===== src/source/soc_bus_pkg.sv =====
// Shared bus package with widths, response codes, address map and memory word types
package soc_bus_pkg;

	typedef logic [31:0] addr_t;
	typedef logic [31:0] data_t;
	typedef logic [3:0] strb_t;
	typedef logic [1:0] resp_t;

	localparam resp_t RESP_OKAY = 2'd0;
	localparam resp_t RESP_SLVERR = 2'd2;
	localparam resp_t RESP_DECERR = 2'd3;

	// Window sizes are in address bits
	localparam addr_t BOOT_BASE = 32'h0201_0000;
	localparam int unsigned BOOT_WINDOW = 16;
	localparam addr_t PALETTE_BASE = 32'h0200_2000;
	localparam int unsigned PALETTE_WINDOW = 13;
	localparam addr_t COUNTER_BASE = 32'h0200_0300;
	localparam int unsigned COUNTER_WINDOW = 8;

	localparam int unsigned SUB_COUNT = 3;

	// No-match code sits just past the last real subordinate
	typedef enum logic [1:0] {
		SUB_BOOT,
		SUB_PALETTE,
		SUB_COUNTER,
		SUB_NONE = 2'(SUB_COUNT)
	} sub_sel_t;

	typedef logic [31:0] boot_word_t;
	typedef logic [15:0] colour_t;

endpackage


===== src/source/system_counter.sv =====
// Free-running cycle counter as a read-only AXI4-Lite subordinate
`timescale 1ns/1ns

module system_counter import soc_bus_pkg::*; (
	input logic clk_50mhz,
	input logic resetn,

	input addr_t awaddr,
	input data_t wdata,
	input strb_t wstrb,
	input logic awvalid,
	output logic awready,
	output resp_t bresp,
	output logic bvalid,
	input logic bready,

	input addr_t araddr,
	input logic arvalid,
	output logic arready,
	output data_t rdata,
	output resp_t rresp,
	output logic rvalid,
	input logic rready
);

	logic [31:0] count;

	assign awready = ~bvalid;
	assign arready = ~rvalid;
	// Writes are refused, address and data ignored
	assign bresp = RESP_SLVERR;
	assign rresp = RESP_OKAY;

	always_ff @(posedge clk_50mhz) begin
		if (arvalid && arready)
			rdata <= count;
	end

	always_ff @(posedge clk_50mhz) begin
		if (!resetn) begin
			count <= 32'h0;
			bvalid <= 1'b0;
			rvalid <= 1'b0;
		end else begin
			count <= count + 32'd1;
			if (awvalid && awready)
				bvalid <= 1'b1;
			else if (bready)
				bvalid <= 1'b0;
			if (arvalid && arready)
				rvalid <= 1'b1;
			else if (rready)
				rvalid <= 1'b0;
		end
	end

endmodule


===== config.mk =====
export PLATFORM = sky130hd
export DESIGN_NAME = system_counter
export DESIGN_NICKNAME = d
export VERILOG_FILES = /design/src/source/soc_bus_pkg.sv /design/src/source/system_counter.sv
export SDC_FILE = /design/constraint.sdc
export NUM_CORES = 1
export LEC_CHECK = 0
export ABC_AREA = 1
export BUFFER_PORTS_ARGS = -buffer_cell sky130_fd_sc_hd__buf_2
export CORE_MARGIN = 4
export CORE_UTILIZATION = 44
export CTS_CLUSTER_DIAMETER = 200
export CTS_CLUSTER_SIZE = 20
export DETAILED_ROUTE_END_ITERATION = 8
export GPL_ROUTABILITY_DRIVEN = 0
export PLACE_DENSITY = 0.83
export SETUP_SLACK_MARGIN = 0.05
export SLEW_MARGIN = 20
export SYNTH_ARGS = -nofsm -noshare
export SYNTH_HDL_FRONTEND = slang
export SYNTH_SLANG_ARGS = --single-unit

===== constraint.sdc =====
create_clock -name clk_50mhz -period 1.53 [get_ports clk_50mhz]
set_input_delay 0.153 -clock clk_50mhz [delete_from_list [all_inputs] [get_ports clk_50mhz]]
set_output_delay 0.153 -clock clk_50mhz [all_outputs]
set_load 0.02 [all_outputs]

==> results.md <==
- Synthesized area: 2750 um2
- Drt wl/cell: roughly 12 um
- VDD IR max: 0.000502 V
- Status: finished, final reports clean
- Largest family of logic cells by synthesized area: simple AND/OR/NAND/NOR gates
- Clk buf depth: 2
- Setup tns final: 0 ns
- Max_cap viols: 0
- Reg-to-reg slack, setup: around 0.19 ns
- Worst hold path class: in -> reg
- Inserted Clock Buffers: 9
- Synth Area in Adders: 0.00455
- Clk Latency, worst-skew pair: 0.35 ns
- Worst hold endpoint: bvalid
- Worst slack, placed: 0.127 ns
- GRT Overall Usage: 0.151
- Mean Syn Cell Area: a little over 9 um2
- Pwr/cell area: 1100 nW/um2
- #FFs+latches synth: 66
- Core Area: 5990 um2
- Post-synthesis mux area share: 0
- Warning count from the yosys run: 0
- CP Max Fanout: 6
- Port bufs: 41
- Reg-to-Reg End: count[30]
- WP data required: between 1.5 and 2 ns
- Unique masters post-synth: 27
- Total I/O pin count: roughly 150
- Drt drc: 0
- Simple-Gate Fraction of Synth Area: 0.283
- Lkg Pwr: 1.29 nW
- GRT overflow: 0
- Crit share post-route: 0.878
- Reg area: ~1600 um2
- Arrival time worst endpoint: between 1.5 and 2 ns
- CP Launch Type: flop
- Most frequent cells in the layout: 66 x nand2_1, 55 x nor2_1, 41 x buf_2, 32 x edfxtp_1, 30 x dfxtp_1
- Die Ht: 87.1 um
- Vias in the first global route: 1908
- Synth-to-layout area growth: 19.4%
- H-Tree Depth: 3
- Hold Path Origin: awvalid
- Initial antenna violation count: 0
- Final #Nets: 456
- Cell depth of the worst min-delay path: 3
- R2R depth: 8
- Mapped Cells: 297
- Commonest non-fill, non-tap cell in the layout: nand2_1
- Layout cells sized above 1: 0.254
- First-pass DRT Iterations: 4
- Vias: 2080
- Final min period: 1.34 ns
- Fillers: 537
- Final setup viols: 0
- Max Fclk: approximately 740 MHz
- ANT cells: 0
- Die Area: around 7600 um2
- Drt total wl: 5.22 mm
- DR vias/cell: 4.85
- Largest net degree at the start of global routing: 34
- Crit end category: flop
- Seq/Total Area, Yosys: 0.596
- Std-Cell Rows: 28
- Kind of critical path: reg -> reg
- Synth Area in XOR/XNOR: 0.00955
- Max-slew violations: 0
- Setup WS post-layout: 0.187 ns
- Die Width: slightly below 90 um
- RSZ-0062 raised after global routing: false
- Fin. Hold Viols: 0
- Clk sinks: 66
- FF-to-FF Start: count[0]
- Global-route wire length before repair: 8.71 mm
- CTS Root Buffer Type: clkbuf_8
- Clock transition at path regs: 0.07 ns
- Final Skew: 0.0111 ns
- Initial Util: 0.459
- Multi-input logic area: 1000 um2
- TritonCTS clock tree: yes
- Detailed Place HPWL: around 3.7 mm
- Synth Area in Compound Gates: 0.0573
- Final ANT Viol Nets: 0
- Detailed Route Iter0 Violations: 138
-- sequential cells by signal (all words and copies together) (netlist names) --
register  count
rvalid        1
rdata        32
bvalid        1
count        32
-- through the flow --
stage | hold WS, ns | util | instances | instance area, um2 | total power, mW
2_1_floorplan | 0.247 | - | 299 | 2770 | 2.13
3_3_place_gp | 0.333 | 0.509 | 410 | 3050 | 2.20
3_5_place_dp | 0.336 | 0.509 | 410 | 3050 | 2.20
4_1_cts | 0.0730 | 0.544 | 427 | 3260 | 3.65
5_1_grt | 0.0936 | 0.549 | 429 | 3290 | 3.73
6_report | 0.0833 | 0.549 | 429 | 3290 | 3.62
-- cell type report --
cell class	count	area share
clock buffers	14	0.0495
clock inverters	2	0.0107
inverters	23	0.0274
multi-input cells	203	0.305
flip-flops and latches	66	0.501
well taps	75	0.0285
repair buffers	46	0.0784
-- layer usage --
metal	vias up	GRT usage	part of all wire
li1	1063	-	-
met4	0	0.0934	0.024
met3	13	0.0369	0.061
met2	51	0.243	0.47
met1	953	0.183	0.44
met5	-	0	0
-- worst max-delay path: stages, from the launching register on --
cell	delay (ns)
dfxtp_2	0.35
ha_2	0.18
nand2_2	0.07
nor2_4	0.17
nand2_2	0.10
nor2_4	0.17
nand3_1	0.09
nand2_1	0.07
nor2_1	0.04
-- worst max path at each step --
stage,start,slack [ns],depth (start not counted),to
4_1_cts,count[1],0.12,8,count[30]
6_report,count[0],0.19,8,count[30]
3_3_place_gp,count[0],0.16,8,count[30]
3_5_place_dp,count[0],0.13,8,count[30]
5_1_grt,count[11],0.04,7,count[19]
2_1_floorplan,rvalid,0.1,4,rvalid
-- power by group --
group          switching (mW)  internal, mW
clock network           0.611         0.841
registers              0.0201          1.91
logic                   0.160        0.0699
total                   0.792          2.82
-- what timing repair did --
item,in CTS,in global routing
hold buffers,1,0
buffers inserted,0,2
gates resized for setup,0,6
setup endpoints to repair,0,11
endpoints found under the hold margin,1,0
-- cell usage after synthesis --
library cell / number / share of area
nand2_1: 67 / 0.091
nor2_1: 55 / 0.075
dfxtp_1: 34 / 0.25
edfxtp_1: 32 / 0.35
a21oi_1: 21 / 0.038
inv_1: 21 / 0.029
nand3_1: 16 / 0.029
nor2_4: 10 / 0.041
buf_4: 4 / 0.011
nand2_2: 4 / 0.0091
nor2_2: 4 / 0.0091
o21ai_0: 4 / 0.0073
o21a_1: 3 / 0.0082
and2_1: 2 / 0.0045
and3_1: 2 / 0.0045
clkbuf_1: 2 / 0.0027
conb_1: 2 / 0.0027
inv_2: 2 / 0.0027
nand2_4: 2 / 0.0082
o21ai_1: 2 / 0.0036
xor2_1: 2 / 0.0064
buf_1: 1 / 0.0014
ha_1: 1 / 0.0045
nor2_8: 1 / 0.0073
nor3_1: 1 / 0.0018
or2_1: 1 / 0.0023
xnor2_1: 1 / 0.0032
-- kinds of logic after synthesis --
logic type | after synthesis
AND/OR/NAND/NOR | 165
flip-flops | 66
adder cells (fa/ha/maj) | 1
XOR/XNOR | 3
other | 2
buffers and inverters | 30
AO/OA/AOI/OAI | 30
Power figures use the tool's default switching activity.
