$ cat config.mk
export PLATFORM = sky130hd
export DESIGN_NAME = addr_decoder
export DESIGN_NICKNAME = d
export VERILOG_FILES = /design/src/source/soc_bus_pkg.sv /design/src/source/addr_decoder.sv
export SDC_FILE = /design/constraint.sdc
export NUM_CORES = 1
export LEC_CHECK = 0
export BUFFER_PORTS_ARGS = -buffer_cell sky130_fd_sc_hd__buf_2
export CAP_MARGIN = 15
export CELL_PAD_IN_SITES_DETAIL_PLACEMENT = 1
export CELL_PAD_IN_SITES_GLOBAL_PLACEMENT = 1
export CORE_AREA = 3 3 227 229
export CTS_CLUSTER_DIAMETER = 200
export CTS_CLUSTER_SIZE = 30
export DETAILED_ROUTE_END_ITERATION = 7
export DIE_AREA = 0 0 230 232
export PLACE_DENSITY_LB_ADDON = 0.1
export SLEW_MARGIN = 15
export SYNTH_ARGS = -nofsm -noshare
export SYNTH_HDL_FRONTEND = slang
export SYNTH_SLANG_ARGS = --single-unit
$ cat constraint.sdc
create_clock -name clk_50mhz -period 2.9 [get_ports clk_50mhz]
set_clock_uncertainty 0.05 [all_clocks]
set_input_delay 0.29 -clock clk_50mhz [delete_from_list [all_inputs] [get_ports clk_50mhz]]
set_output_delay 0.29 -clock clk_50mhz [all_outputs]
set_load 0.02 [all_outputs]
$ cat src/source/soc_bus_pkg.sv
// Shared bus package with widths, response codes, address map and memory word types
package soc_bus_pkg;

	typedef logic [31:0] addr_t;
	typedef logic [31:0] data_t;
	typedef logic [3:0] strb_t;
	typedef logic [1:0] resp_t;

	localparam resp_t RESP_OKAY = 2'd0;
	localparam resp_t RESP_SLVERR = 2'd2;
	localparam resp_t RESP_DECERR = 2'd3;

	// Window sizes are in address bits
	localparam addr_t BOOT_BASE = 32'h0201_0000;
	localparam int unsigned BOOT_WINDOW = 16;
	localparam addr_t PALETTE_BASE = 32'h0200_2000;
	localparam int unsigned PALETTE_WINDOW = 13;
	localparam addr_t COUNTER_BASE = 32'h0200_0300;
	localparam int unsigned COUNTER_WINDOW = 8;

	localparam int unsigned SUB_COUNT = 3;

	// No-match code sits just past the last real subordinate
	typedef enum logic [1:0] {
		SUB_BOOT,
		SUB_PALETTE,
		SUB_COUNTER,
		SUB_NONE = 2'(SUB_COUNT)
	} sub_sel_t;

	typedef logic [31:0] boot_word_t;
	typedef logic [15:0] colour_t;

endpackage

$ cat src/source/addr_decoder.sv
// Address decoder steering the shared bus to one subordinate, answering unmapped addresses
`timescale 1ns/1ns

module addr_decoder import soc_bus_pkg::*; (
	input logic clk_50mhz,
	input logic resetn,

	input addr_t bus_awaddr, bus_araddr,
	input data_t bus_wdata,
	input strb_t bus_wstrb,
	input logic bus_awvalid, bus_bready, bus_arvalid, bus_rready,
	output logic bus_awready, bus_bvalid, bus_arready, bus_rvalid,
	output resp_t bus_bresp, bus_rresp,
	output data_t bus_rdata,

	output addr_t boot_awaddr, boot_araddr,
	output data_t boot_wdata,
	output strb_t boot_wstrb,
	output logic boot_awvalid, boot_bready, boot_arvalid, boot_rready,
	input logic boot_awready, boot_bvalid, boot_arready, boot_rvalid,
	input resp_t boot_bresp, boot_rresp,
	input data_t boot_rdata,

	output addr_t pal_awaddr, pal_araddr,
	output data_t pal_wdata,
	output strb_t pal_wstrb,
	output logic pal_awvalid, pal_bready, pal_arvalid, pal_rready,
	input logic pal_awready, pal_bvalid, pal_arready, pal_rvalid,
	input resp_t pal_bresp, pal_rresp,
	input data_t pal_rdata,

	output addr_t cnt_awaddr, cnt_araddr,
	output data_t cnt_wdata,
	output strb_t cnt_wstrb,
	output logic cnt_awvalid, cnt_bready, cnt_arvalid, cnt_rready,
	input logic cnt_awready, cnt_bvalid, cnt_arready, cnt_rvalid,
	input resp_t cnt_bresp, cnt_rresp,
	input data_t cnt_rdata
);

	sub_sel_t req_sel;
	sub_sel_t resp_sel;
	addr_t req_addr;
	logic err_bvalid, err_rvalid;
	logic aw_fire, ar_fire;

	function automatic logic in_window(addr_t addr, addr_t base, int unsigned bits);
		return (addr >> bits) == (base >> bits);
	endfunction

	// Arbiter never raises both valids at once
	assign req_addr = bus_awvalid ? bus_awaddr : bus_araddr;

	always_comb begin
		if (in_window(req_addr, BOOT_BASE, BOOT_WINDOW))
			req_sel = SUB_BOOT;
		else if (in_window(req_addr, PALETTE_BASE, PALETTE_WINDOW))
			req_sel = SUB_PALETTE;
		else if (in_window(req_addr, COUNTER_BASE, COUNTER_WINDOW))
			req_sel = SUB_COUNTER;
		else
			req_sel = SUB_NONE;
	end

	assign {boot_awaddr, pal_awaddr, cnt_awaddr} = {3{bus_awaddr}};
	assign {boot_araddr, pal_araddr, cnt_araddr} = {3{bus_araddr}};
	assign {boot_wdata, pal_wdata, cnt_wdata} = {3{bus_wdata}};
	assign {boot_wstrb, pal_wstrb, cnt_wstrb} = {3{bus_wstrb}};

	assign boot_awvalid = bus_awvalid & (req_sel == SUB_BOOT);
	assign pal_awvalid = bus_awvalid & (req_sel == SUB_PALETTE);
	assign cnt_awvalid = bus_awvalid & (req_sel == SUB_COUNTER);
	assign boot_arvalid = bus_arvalid & (req_sel == SUB_BOOT);
	assign pal_arvalid = bus_arvalid & (req_sel == SUB_PALETTE);
	assign cnt_arvalid = bus_arvalid & (req_sel == SUB_COUNTER);

	// Response side follows the subordinate that accepted
	assign boot_bready = bus_bready & (resp_sel == SUB_BOOT);
	assign pal_bready = bus_bready & (resp_sel == SUB_PALETTE);
	assign cnt_bready = bus_bready & (resp_sel == SUB_COUNTER);
	assign boot_rready = bus_rready & (resp_sel == SUB_BOOT);
	assign pal_rready = bus_rready & (resp_sel == SUB_PALETTE);
	assign cnt_rready = bus_rready & (resp_sel == SUB_COUNTER);

	always_comb begin
		case (req_sel)
			SUB_BOOT: {bus_awready, bus_arready} = {boot_awready, boot_arready};
			SUB_PALETTE: {bus_awready, bus_arready} = {pal_awready, pal_arready};
			SUB_COUNTER: {bus_awready, bus_arready} = {cnt_awready, cnt_arready};
			default: {bus_awready, bus_arready} = {2{~(err_bvalid | err_rvalid)}};
		endcase
		case (resp_sel)
			SUB_BOOT: {bus_bvalid, bus_bresp, bus_rvalid, bus_rresp, bus_rdata} =
				{boot_bvalid, boot_bresp, boot_rvalid, boot_rresp, boot_rdata};
			SUB_PALETTE: {bus_bvalid, bus_bresp, bus_rvalid, bus_rresp, bus_rdata} =
				{pal_bvalid, pal_bresp, pal_rvalid, pal_rresp, pal_rdata};
			SUB_COUNTER: {bus_bvalid, bus_bresp, bus_rvalid, bus_rresp, bus_rdata} =
				{cnt_bvalid, cnt_bresp, cnt_rvalid, cnt_rresp, cnt_rdata};
			default: {bus_bvalid, bus_bresp, bus_rvalid, bus_rresp, bus_rdata} =
				{err_bvalid, RESP_DECERR, err_rvalid, RESP_DECERR, 32'h0};
		endcase
	end

	assign aw_fire = bus_awvalid & bus_awready;
	assign ar_fire = bus_arvalid & bus_arready;

	always_ff @(posedge clk_50mhz) begin
		if (!resetn) begin
			resp_sel <= SUB_NONE;
			err_bvalid <= 1'b0;
			err_rvalid <= 1'b0;
		end else begin
			if (aw_fire | ar_fire)
				resp_sel <= req_sel;
			// Unmapped access, answered locally
			if (aw_fire && req_sel == SUB_NONE)
				err_bvalid <= 1'b1;
			else if (bus_bready)
				err_bvalid <= 1'b0;
			if (ar_fire && req_sel == SUB_NONE)
				err_rvalid <= 1'b1;
			else if (bus_rready)
				err_rvalid <= 1'b0;
		end
	end

endmodule

==> results.yml <==
timing:
  rsz0062_at_grt: "no"
  period_minus_slack_ps: 2690
  slew_headroom: 0.687
  period_share: 0.926
  tns_ps: 0
  tightest_slew_ps: 462
  drv_slew: 0
  hold_viol_final: 0
  layout_setup_ws_ps: 213
  maxClockFrequency_ghz: 0.372
  whs_ps: 347
  final-setup-viol-count: 0
drt:
  first_pass_iters: 4
  wl_per_cell_um: 15.6
  vias_per_cell: 2.71
  drt_iter0_markers: 77
  routed_wl_um: 19600
  vias: 3401
  drc_errors: 0
  drtAntennaViolNets: 0
logic_synthesis:
  syn_nets: 736
  synthCells: 510
  yosysWarnings: 0
  async_reset_ff_frac: 0
  synth_edf_count: 0
  syn-cell-area_mm2: 0.00367
  synth.avg_cell_area_um2: 7.20
  synth_seq_area_share: 0.0218
  ys_dominant_reg_cell: "dfxtp_1"
  synth_cell_types: 47
  ys_ff_latch: 4
worst_setup_path:
  worstPathArrival_ps: 2350
  worstSetupPathType: "input pin to primary output"
  critPathCaptureType: "primary output"
  crit_required_ps: 2560
  worstSetupStartpointType: "input pin"
  cp_max_fo: 8
  worst_path_max_delay_cell: "or3_1"
  cpPeakStageDelay_ps: 390
  path_cells: "buf_2, buf_4, or3_1, a222oi_1, buf_4, o2111a_1, o2bb2ai_1, or2_1, buf_2"
placement:
  place.gp.congestion: 0.707
  dp_slack_ps: 170
  io_buffers: 369
  hpwl_um: 17800
floorplanning:
  die_y_um: 232
  start_util: 0.0736
  rows: 82
  core_mm2: 0.0499
  die_w_um: 230
  die-area_mm2: 0.0534
  io_pins: 578
clocking:
  cts_tree: "built"
  cts_made_buffers: 3
  clk_pin_slew_ps: 30
  cts_sinks: 4
  root_buffer: "clkbuf_16"
  htreeDepth: 1
  cts_hold_buf: 0
  ctsResizeCount: 0
  clk-insertion-delay-late_ps: 220
  post_cts_buffers: 0
  clock_path_buffers: 2
power_and_ir_drop:
  peakVddDrop_uv: 116
  leakagePower_uw: 0.00234
  powerDensity_mw_per_mm2: 177
status:
  status: "complete, no violations"
global_route:
  grt_pass1_vias: 3735
  globalRoute.totalOverflow: 0
  grt_antenna_before_repair: 5
  grt_start_max_net_pins: 36
  grt_usage: 0.0681
  grt_pass1_wl_um: 26500
final_layout:
  final_common_cell: "buf_2"
  fin_nets: 810
  synthToLayoutAreaGrowth_pct: 16.1
  final_cell_mix: "buf_2 (369), nand2_1 (39), mux2i_1 (36)"
  post-route-util: 0.0855
  drive_gt1_frac: 0.682
run:
  drv_cap: 0
worst_hold_path:
  hp-class: "input pin to flip-flop"
stage by stage:
stage	instance area, µm²	power (µW)	instances
after floorplan	3670	725	510
after global placement	4190	567	1251
after detailed placement	4190	558	1251
after CTS	4260	775	1254
after global routing	4260	808	1255
final	4260	757	1255
report_power, final:
group          switching, µW  internal, µW
Combinational            290           189
Clock                   38.0           176
Sequential              5.39          57.8
per-layer routing:
metal / up-vias / global-route usage / part of all wire
li1: 1534 / - / -
met1: 1486 / 0.0612 / 0.32
met2: 355 / 0.140 / 0.55
met3: 22 / 0.0310 / 0.12
met4: 4 / 0.0101 / 0.010
met5: - / 0 / 0.0014
synth_stat cells (3+ instances only):
| master | n | share of area |
|---|---|---|
| buf_4 | 300 | 0.61 |
| nand2_1 | 39 | 0.040 |
| mux2i_1 | 36 | 0.098 |
| o21ai_0 | 33 | 0.045 |
| clkbuf_1 | 10 | 0.010 |
| nor2_1 | 9 | 0.0092 |
| and2_1 | 8 | 0.014 |
| and3_1 | 8 | 0.014 |
| a21oi_1 | 7 | 0.0095 |
| dfxtp_1 | 4 | 0.022 |
| buf_1 | 3 | 0.0031 |
| inv_1 | 3 | 0.0031 |
| nor2b_1 | 3 | 0.0051 |
| nor3_1 | 3 | 0.0041 |
| nor4_1 | 3 | 0.0051 |
state kept, by name, indices dropped and copies added (netlist names):
name	flops
resp_sel	2
err_bvalid	1
err_rvalid	1
final cells by class:
cell class,instances,area [µm²]
inverter,4,15.0
clock buffer,3,75.1
antenna,1,2.50
tap,672,841
sequential,4,81.3
fill,6153,45600
timing repair buffer,383,1980
multi-input combinational,188,1270
worst max-delay path, delay by kind of cell:
kind,cells,cell delay (ps)
AOI/OAI and AO/OA,3,840
buffers and inverters,4,670
and+or+nand+nor,2,540
final timing paths:
check	start	to	slack (ps)	cells after the start
setup / recovery	bus_awvalid	bus_awready	210	9
setup reg to reg	err_bvalid	resp_sel[1]	1450	5
hold reg to reg	err_bvalid	err_bvalid	700	3
hold / removal	resetn	err_bvalid	350	2
cells by family after synthesis:
kind of cell           Yosys count  share of synthesized area
buffers and inverters          318                      0.634
and+or+nand+nor                 87                      0.123
AOI/OAI and AO/OA               63                      0.111
muxes                           38                      0.110
DFF                              4                     0.0218
No activity file was read; power rests on OpenSTA's default activity.
