`src/source/soc_bus_pkg.sv`:
```
// Shared bus package with widths, response codes, address map and memory word types
package soc_bus_pkg;

	typedef logic [31:0] addr_t;
	typedef logic [31:0] data_t;
	typedef logic [3:0] strb_t;
	typedef logic [1:0] resp_t;

	localparam resp_t RESP_OKAY = 2'd0;
	localparam resp_t RESP_SLVERR = 2'd2;
	localparam resp_t RESP_DECERR = 2'd3;

	// Window sizes are in address bits
	localparam addr_t BOOT_BASE = 32'h0201_0000;
	localparam int unsigned BOOT_WINDOW = 16;
	localparam addr_t PALETTE_BASE = 32'h0200_2000;
	localparam int unsigned PALETTE_WINDOW = 13;
	localparam addr_t COUNTER_BASE = 32'h0200_0300;
	localparam int unsigned COUNTER_WINDOW = 8;

	localparam int unsigned SUB_COUNT = 3;

	// No-match code sits just past the last real subordinate
	typedef enum logic [1:0] {
		SUB_BOOT,
		SUB_PALETTE,
		SUB_COUNTER,
		SUB_NONE = 2'(SUB_COUNT)
	} sub_sel_t;

	typedef logic [31:0] boot_word_t;
	typedef logic [15:0] colour_t;

endpackage

```
`src/source/bus_arbiter.sv`:
```
// Round-robin arbiter granting the shared bus to one manager per transaction
`timescale 1ns/1ns

module bus_arbiter import soc_bus_pkg::*; (
	input logic clk_50mhz,
	input logic resetn,

	input addr_t cpu_awaddr, cpu_araddr,
	input data_t cpu_wdata,
	input strb_t cpu_wstrb,
	input logic cpu_awvalid, cpu_wvalid, cpu_bready, cpu_arvalid, cpu_rready,
	output logic cpu_awready, cpu_wready, cpu_bvalid, cpu_arready, cpu_rvalid,
	output resp_t cpu_bresp, cpu_rresp,
	output data_t cpu_rdata,

	input addr_t gfx_awaddr, gfx_araddr,
	input data_t gfx_wdata,
	input strb_t gfx_wstrb,
	input logic gfx_awvalid, gfx_wvalid, gfx_bready, gfx_arvalid, gfx_rready,
	output logic gfx_awready, gfx_wready, gfx_bvalid, gfx_arready, gfx_rvalid,
	output resp_t gfx_bresp, gfx_rresp,
	output data_t gfx_rdata,

	output addr_t bus_awaddr, bus_araddr,
	output data_t bus_wdata,
	output strb_t bus_wstrb,
	output logic bus_awvalid, bus_bready, bus_arvalid, bus_rready,
	input logic bus_awready, bus_bvalid, bus_arready, bus_rvalid,
	input resp_t bus_bresp, bus_rresp,
	input data_t bus_rdata
);

	// One-hot grant, bit 0 is cpu and bit 1 is gfx
	logic [1:0] grant;
	logic last_id;
	logic grant_write;
	logic txn_open;
	logic cpu_wr_req, gfx_wr_req;
	logic cpu_req, gfx_req;
	logic next_id;
	logic issue;
	logic aw_ok, ar_ok;
	logic done;

	assign cpu_wr_req = cpu_awvalid & cpu_wvalid;
	assign gfx_wr_req = gfx_awvalid & gfx_wvalid;
	assign cpu_req = cpu_wr_req | cpu_arvalid;
	assign gfx_req = gfx_wr_req | gfx_arvalid;

	// Tie goes to whoever did not win last
	assign next_id = (cpu_req & gfx_req) ? ~last_id : gfx_req;

	assign issue = (|grant) & ~txn_open;
	assign done = (bus_bvalid & bus_bready) | (bus_rvalid & bus_rready);

	always_ff @(posedge clk_50mhz) begin
		if (!resetn) begin
			grant <= 2'b00;
			last_id <= 1'b1;
			grant_write <= 1'b0;
			txn_open <= 1'b0;
		end else if (grant == 2'b00) begin
			if (cpu_req | gfx_req) begin
				grant <= next_id ? 2'b10 : 2'b01;
				last_id <= next_id;
				// Write wins over read from the same manager
				grant_write <= next_id ? gfx_wr_req : cpu_wr_req;
			end
		end else begin
			if ((bus_awvalid & bus_awready) | (bus_arvalid & bus_arready))
				txn_open <= 1'b1;
			if (done) begin
				grant <= 2'b00;
				txn_open <= 1'b0;
			end
		end
	end

	assign bus_awaddr = grant[1] ? gfx_awaddr : cpu_awaddr;
	assign bus_wdata = grant[1] ? gfx_wdata : cpu_wdata;
	assign bus_wstrb = grant[1] ? gfx_wstrb : cpu_wstrb;
	assign bus_araddr = grant[1] ? gfx_araddr : cpu_araddr;

	assign bus_awvalid = issue & grant_write & (grant[1] ? gfx_wr_req : cpu_wr_req);
	assign bus_arvalid = issue & ~grant_write & (grant[1] ? gfx_arvalid : cpu_arvalid);
	assign bus_bready = (grant[0] & cpu_bready) | (grant[1] & gfx_bready);
	assign bus_rready = (grant[0] & cpu_rready) | (grant[1] & gfx_rready);

	assign aw_ok = issue & grant_write & bus_awready;
	assign ar_ok = issue & ~grant_write & bus_arready;

	// Loser sees every ready and valid held low
	assign cpu_awready = grant[0] & aw_ok;
	assign cpu_wready = grant[0] & aw_ok;
	assign cpu_arready = grant[0] & ar_ok;
	assign cpu_bvalid = grant[0] & bus_bvalid;
	assign cpu_rvalid = grant[0] & bus_rvalid;
	assign cpu_bresp = bus_bresp;
	assign cpu_rresp = bus_rresp;
	assign cpu_rdata = bus_rdata;

	assign gfx_awready = grant[1] & aw_ok;
	assign gfx_wready = grant[1] & aw_ok;
	assign gfx_arready = grant[1] & ar_ok;
	assign gfx_bvalid = grant[1] & bus_bvalid;
	assign gfx_rvalid = grant[1] & bus_rvalid;
	assign gfx_bresp = bus_bresp;
	assign gfx_rresp = bus_rresp;
	assign gfx_rdata = bus_rdata;

endmodule

```
`config.mk`:
```
export PLATFORM = sky130hd
export DESIGN_NAME = bus_arbiter
export DESIGN_NICKNAME = d
export VERILOG_FILES = /design/src/source/soc_bus_pkg.sv /design/src/source/bus_arbiter.sv
export SDC_FILE = /design/constraint.sdc
export NUM_CORES = 1
export LEC_CHECK = 0
export BUFFER_PORTS_ARGS = -buffer_cell sky130_fd_sc_hd__buf_2
export CORE_AREA = 5 5 167 169
export CTS_CLUSTER_DIAMETER = 40
export DETAILED_ROUTE_END_ITERATION = 10
export DIE_AREA = 0 0 172 174
export PLACE_DENSITY_LB_ADDON = 0.08
export SETUP_SLACK_MARGIN = 0.2
export SYNTH_ARGS = -nofsm -noshare
export SYNTH_HDL_FRONTEND = slang
export SYNTH_SLANG_ARGS = --single-unit
```
`constraint.sdc`:
```
create_clock -name clk_50mhz -period 4.4 [get_ports clk_50mhz]
set_input_delay 1.32 -clock clk_50mhz [delete_from_list [all_inputs] [get_ports clk_50mhz]]
set_output_delay 1.32 -clock clk_50mhz [all_outputs]
set_load 0.02 [all_outputs]
```
==> results.md <==
* Vias in the first global route at around 2800
* Sw power at around 530 µW
* Worst path most repeated cell: buf_2
* Cell family with most CP delay: buffers and inverters
* Placer Congestion at approximately 0.7
* CTS Hold Bufs at 0
* CP max FO at 3
* Fmax achieved at 297 MHz
* Multiplexer area fraction after synthesis at 0.531
* Vias per std cell at ~3.1
* Area share of xor/xnor cells in the synthesized design at 0
* Adder-Cell Fraction of Synth Area at 0
* Final HPWL DP at just under 10000 µm
* Post-CTS setup buffers at 0
* Most frequent cells in the layout: buf_2 (329), mux2_2 (100), nand2_1 (6)
* CTS tree: done
* Slew Limit Fails at 0
* Slowest-stage cell, CP: a31oi_1
* Power Density at 299 mW/mm²
* Post_cts resized at 0
* Total number of vias at about 2600
* Initial Utilization at 0.0810
* Sequential-to-total area share from yosys stat at 0.0468
* Largest family of logic cells by synthesized area: multiplexers
* Share of layout cells above drive strength 1 at 0.905
* Hold Fails Final Rpt at 0
* # clock sinks at 5
* Num rows at 60
* Crit-path cells: buf_2, and3_1, a31oi_1, nor3b_1, buf_2
* Core area at about 0.026 mm²
* All-Layer GR Usage at 0.0653
* Worst reg2reg path depth at 4
* HP Class: register to register
* Max_slew headroom at 0.511
* Number of synthesis warnings at 0
* Area Growth Syn to Fin at 71.8%
* Die X at 172 µm
* Final worst slack at roughly 1000 ps
* Period Utilization, post-route at 0.764
* Crit Path Category: input port to output pin
* Syn avg cell area at about 9.1 µm²
* Drt total wl at roughly 11000 µm
* Fin nets at about 740
* I/O pin count at roughly 440
* Cts bufs inserted at 3
* Area of the die at around 0.030 mm²
* Sw Ratio at 0.479
* Final core utilization at 0.139
* P_leak at around 0.0019 µW
* Combinational share of power at 0.789
* Area occupied by multi-input gates at about 0.0014 mm²
* Clk pwr share at 0.135
* Final setup violation count at 0
* Async set-reset flop share out of synthesis at 0
* Post-synth EDFFs at 0
* Initial DRC count at 45
* Number of max-cap violations at 0
* Reg clk slew, reported paths at ~30 ps
* Worst path depth at 5
* Largest net degree at the start of global routing at 59
* Die Height at about 170 µm
* Pint at 572 µW
* Post-synth cell types at 28
* Fillers at 3096
* Setup slack at placement at ~1000 ps
* Clock tree buffer depth at 2
* Compound-cell area share of the yosys netlist at 0.0561
* Sequential cell area at about 100 µm²
* Post-synth net total at a little under 500
* Synth Flop Type: dfxtp_1
* Reg-to-reg startpoint: grant[1]$_SDFFE_PN0P_
* Status: finished clean
* Data arrival, critical path at between 2000 and 2500 ps
* Reg2Reg Capture Point: grant[1]$_SDFFE_PN0P_
* Sum of negative setup slack at 0 ps
* Global route overflow at 0
* # diodes at 0
* Worst setup path start: gfx_awvalid
* Mapped Cells at 234
* Worst reg-to-reg setup slack at ~2600 ps
* Startpoint Class: input port
* Post-Synth Simple-Gate Area at 0.0678
* CP endpoint: bus_awvalid
* H-tree depth at 1
* Worst VDD drop at between 0.0001 and 0.00015 V
* Synthesized flop and latch total at 5
* DRC viols at 0
* Routed Antenna Nets at 0
* Seq pwr share at 0.077
* First-pass GRT wire length at between 15000 and 20000 µm
* Drt pass-1 iters at 4
* RSZ-0062 raised after global routing: false
* Min Clock Period, post-route at between 3000 and 4000 ps
* Wire per inst at around 13 µm
* Crit path buf inv count at 2
* Antenna violations before repair at 0
* Clk_lat worst skew at roughly 230 ps
* Crit path capture type: output pin
* CP required at around 3100 ps
* Slew at the pin with the worst max-slew slack at roughly 730 ps
* Clock Skews at around 1.9 ps
* Highest cell delay on the worst timing path at 200 ps
* Mapped Area at between 0.002 and 0.0025 mm²
* IO buf count at ~330
* Clock Tree Root: clkbuf_16
* Leading cell type in the layout, fill and taps excluded: buf_2
## worst min-delay path: cells and delay by family, from the launching register on
kind | cells | cell delay, ps
and+or+nand+nor | 1 | 70
muxes | 1 | 60
DFF | 1 | 330
## state kept, by name (all words and copies together) (netlist names)
signal / flops
grant: 2
last_id: 1
grant_write: 1
txn_open: 1
## worst min-delay path by stage
stage | slack (ps) | depth (start not counted) | from | end
after floorplan | 470 | 2 | grant_write$_SDFFE_PN0P_ | grant_write$_SDFFE_PN0P_
after global placement | 520 | 2 | grant_write$_SDFFE_PN0P_ | grant_write$_SDFFE_PN0P_
after detailed placement | 520 | 2 | grant_write$_SDFFE_PN0P_ | grant_write$_SDFFE_PN0P_
after CTS | 520 | 2 | grant_write$_SDFFE_PN0P_ | grant_write$_SDFFE_PN0P_
after global routing | 560 | 2 | grant_write$_SDFFE_PN0P_ | grant_write$_SDFFE_PN0P_
final | 510 | 2 | grant_write$_SDFFE_PN0P_ | grant_write$_SDFFE_PN0P_
## stage by stage
step           power [µW]  cell area, µm²  hold WS (ps)  instances
6_report             1100            3680           515        824
3_3_place_gp          979            3600           524        820
2_1_floorplan         763            2140           467        234
5_1_grt              1180            3680           558        824
3_5_place_dp          970            3600           517        820
4_1_cts              1120            3680           523        824
## synth_stat cells (2+ instances only)
master,n,share of area
mux2_2,100,0.53
buf_4,79,0.28
buf_2,6,0.014
nand2_1,6,0.011
dfxtp_1,5,0.047
nor2_1,5,0.0088
and2_1,4,0.012
nand2b_1,4,0.012
nand3_1,3,0.0070
a21oi_1,2,0.0047
nor2b_1,2,0.0058
o21ai_0,2,0.0047
## area by class of cell
class / instances / area share
Multi-Input combinational cell: 142 / 0.381
Timing Repair Buffer: 331 / 0.452
Sequential cell: 5 / 0.0283
Tap cell: 341 / 0.116
Inverter: 1 / 0.00102
Clock buffer: 4 / 0.0214
## layer usage
| layer | global-route usage | share of wire | vias up |
|---|---|---|---|
| li1 | - | - | 1252 |
| met1 | 0.0629 | 0.32 | 1144 |
| met2 | 0.130 | 0.56 | 150 |
| met3 | 0.0171 | 0.10 | 30 |
| met4 | 0.0233 | 0.021 | 0 |
| met5 | 0 | 0 | - |
## cells by family after synthesis
group,after synthesis
compound gates,13
buf+inv,87
flops,5
mux,101
simple gates,28
## power by group through the flow
stage	Sequential, µW	Clock [µW]	Combinational, µW
final	84.2	148	866
after detailed placement	88.2	0	882
after global routing	89.7	155	936
after floorplan	66.8	0	696
after global placement	87.2	0	892
after CTS	87.5	151	885
(Power assumes the default switching activity.)
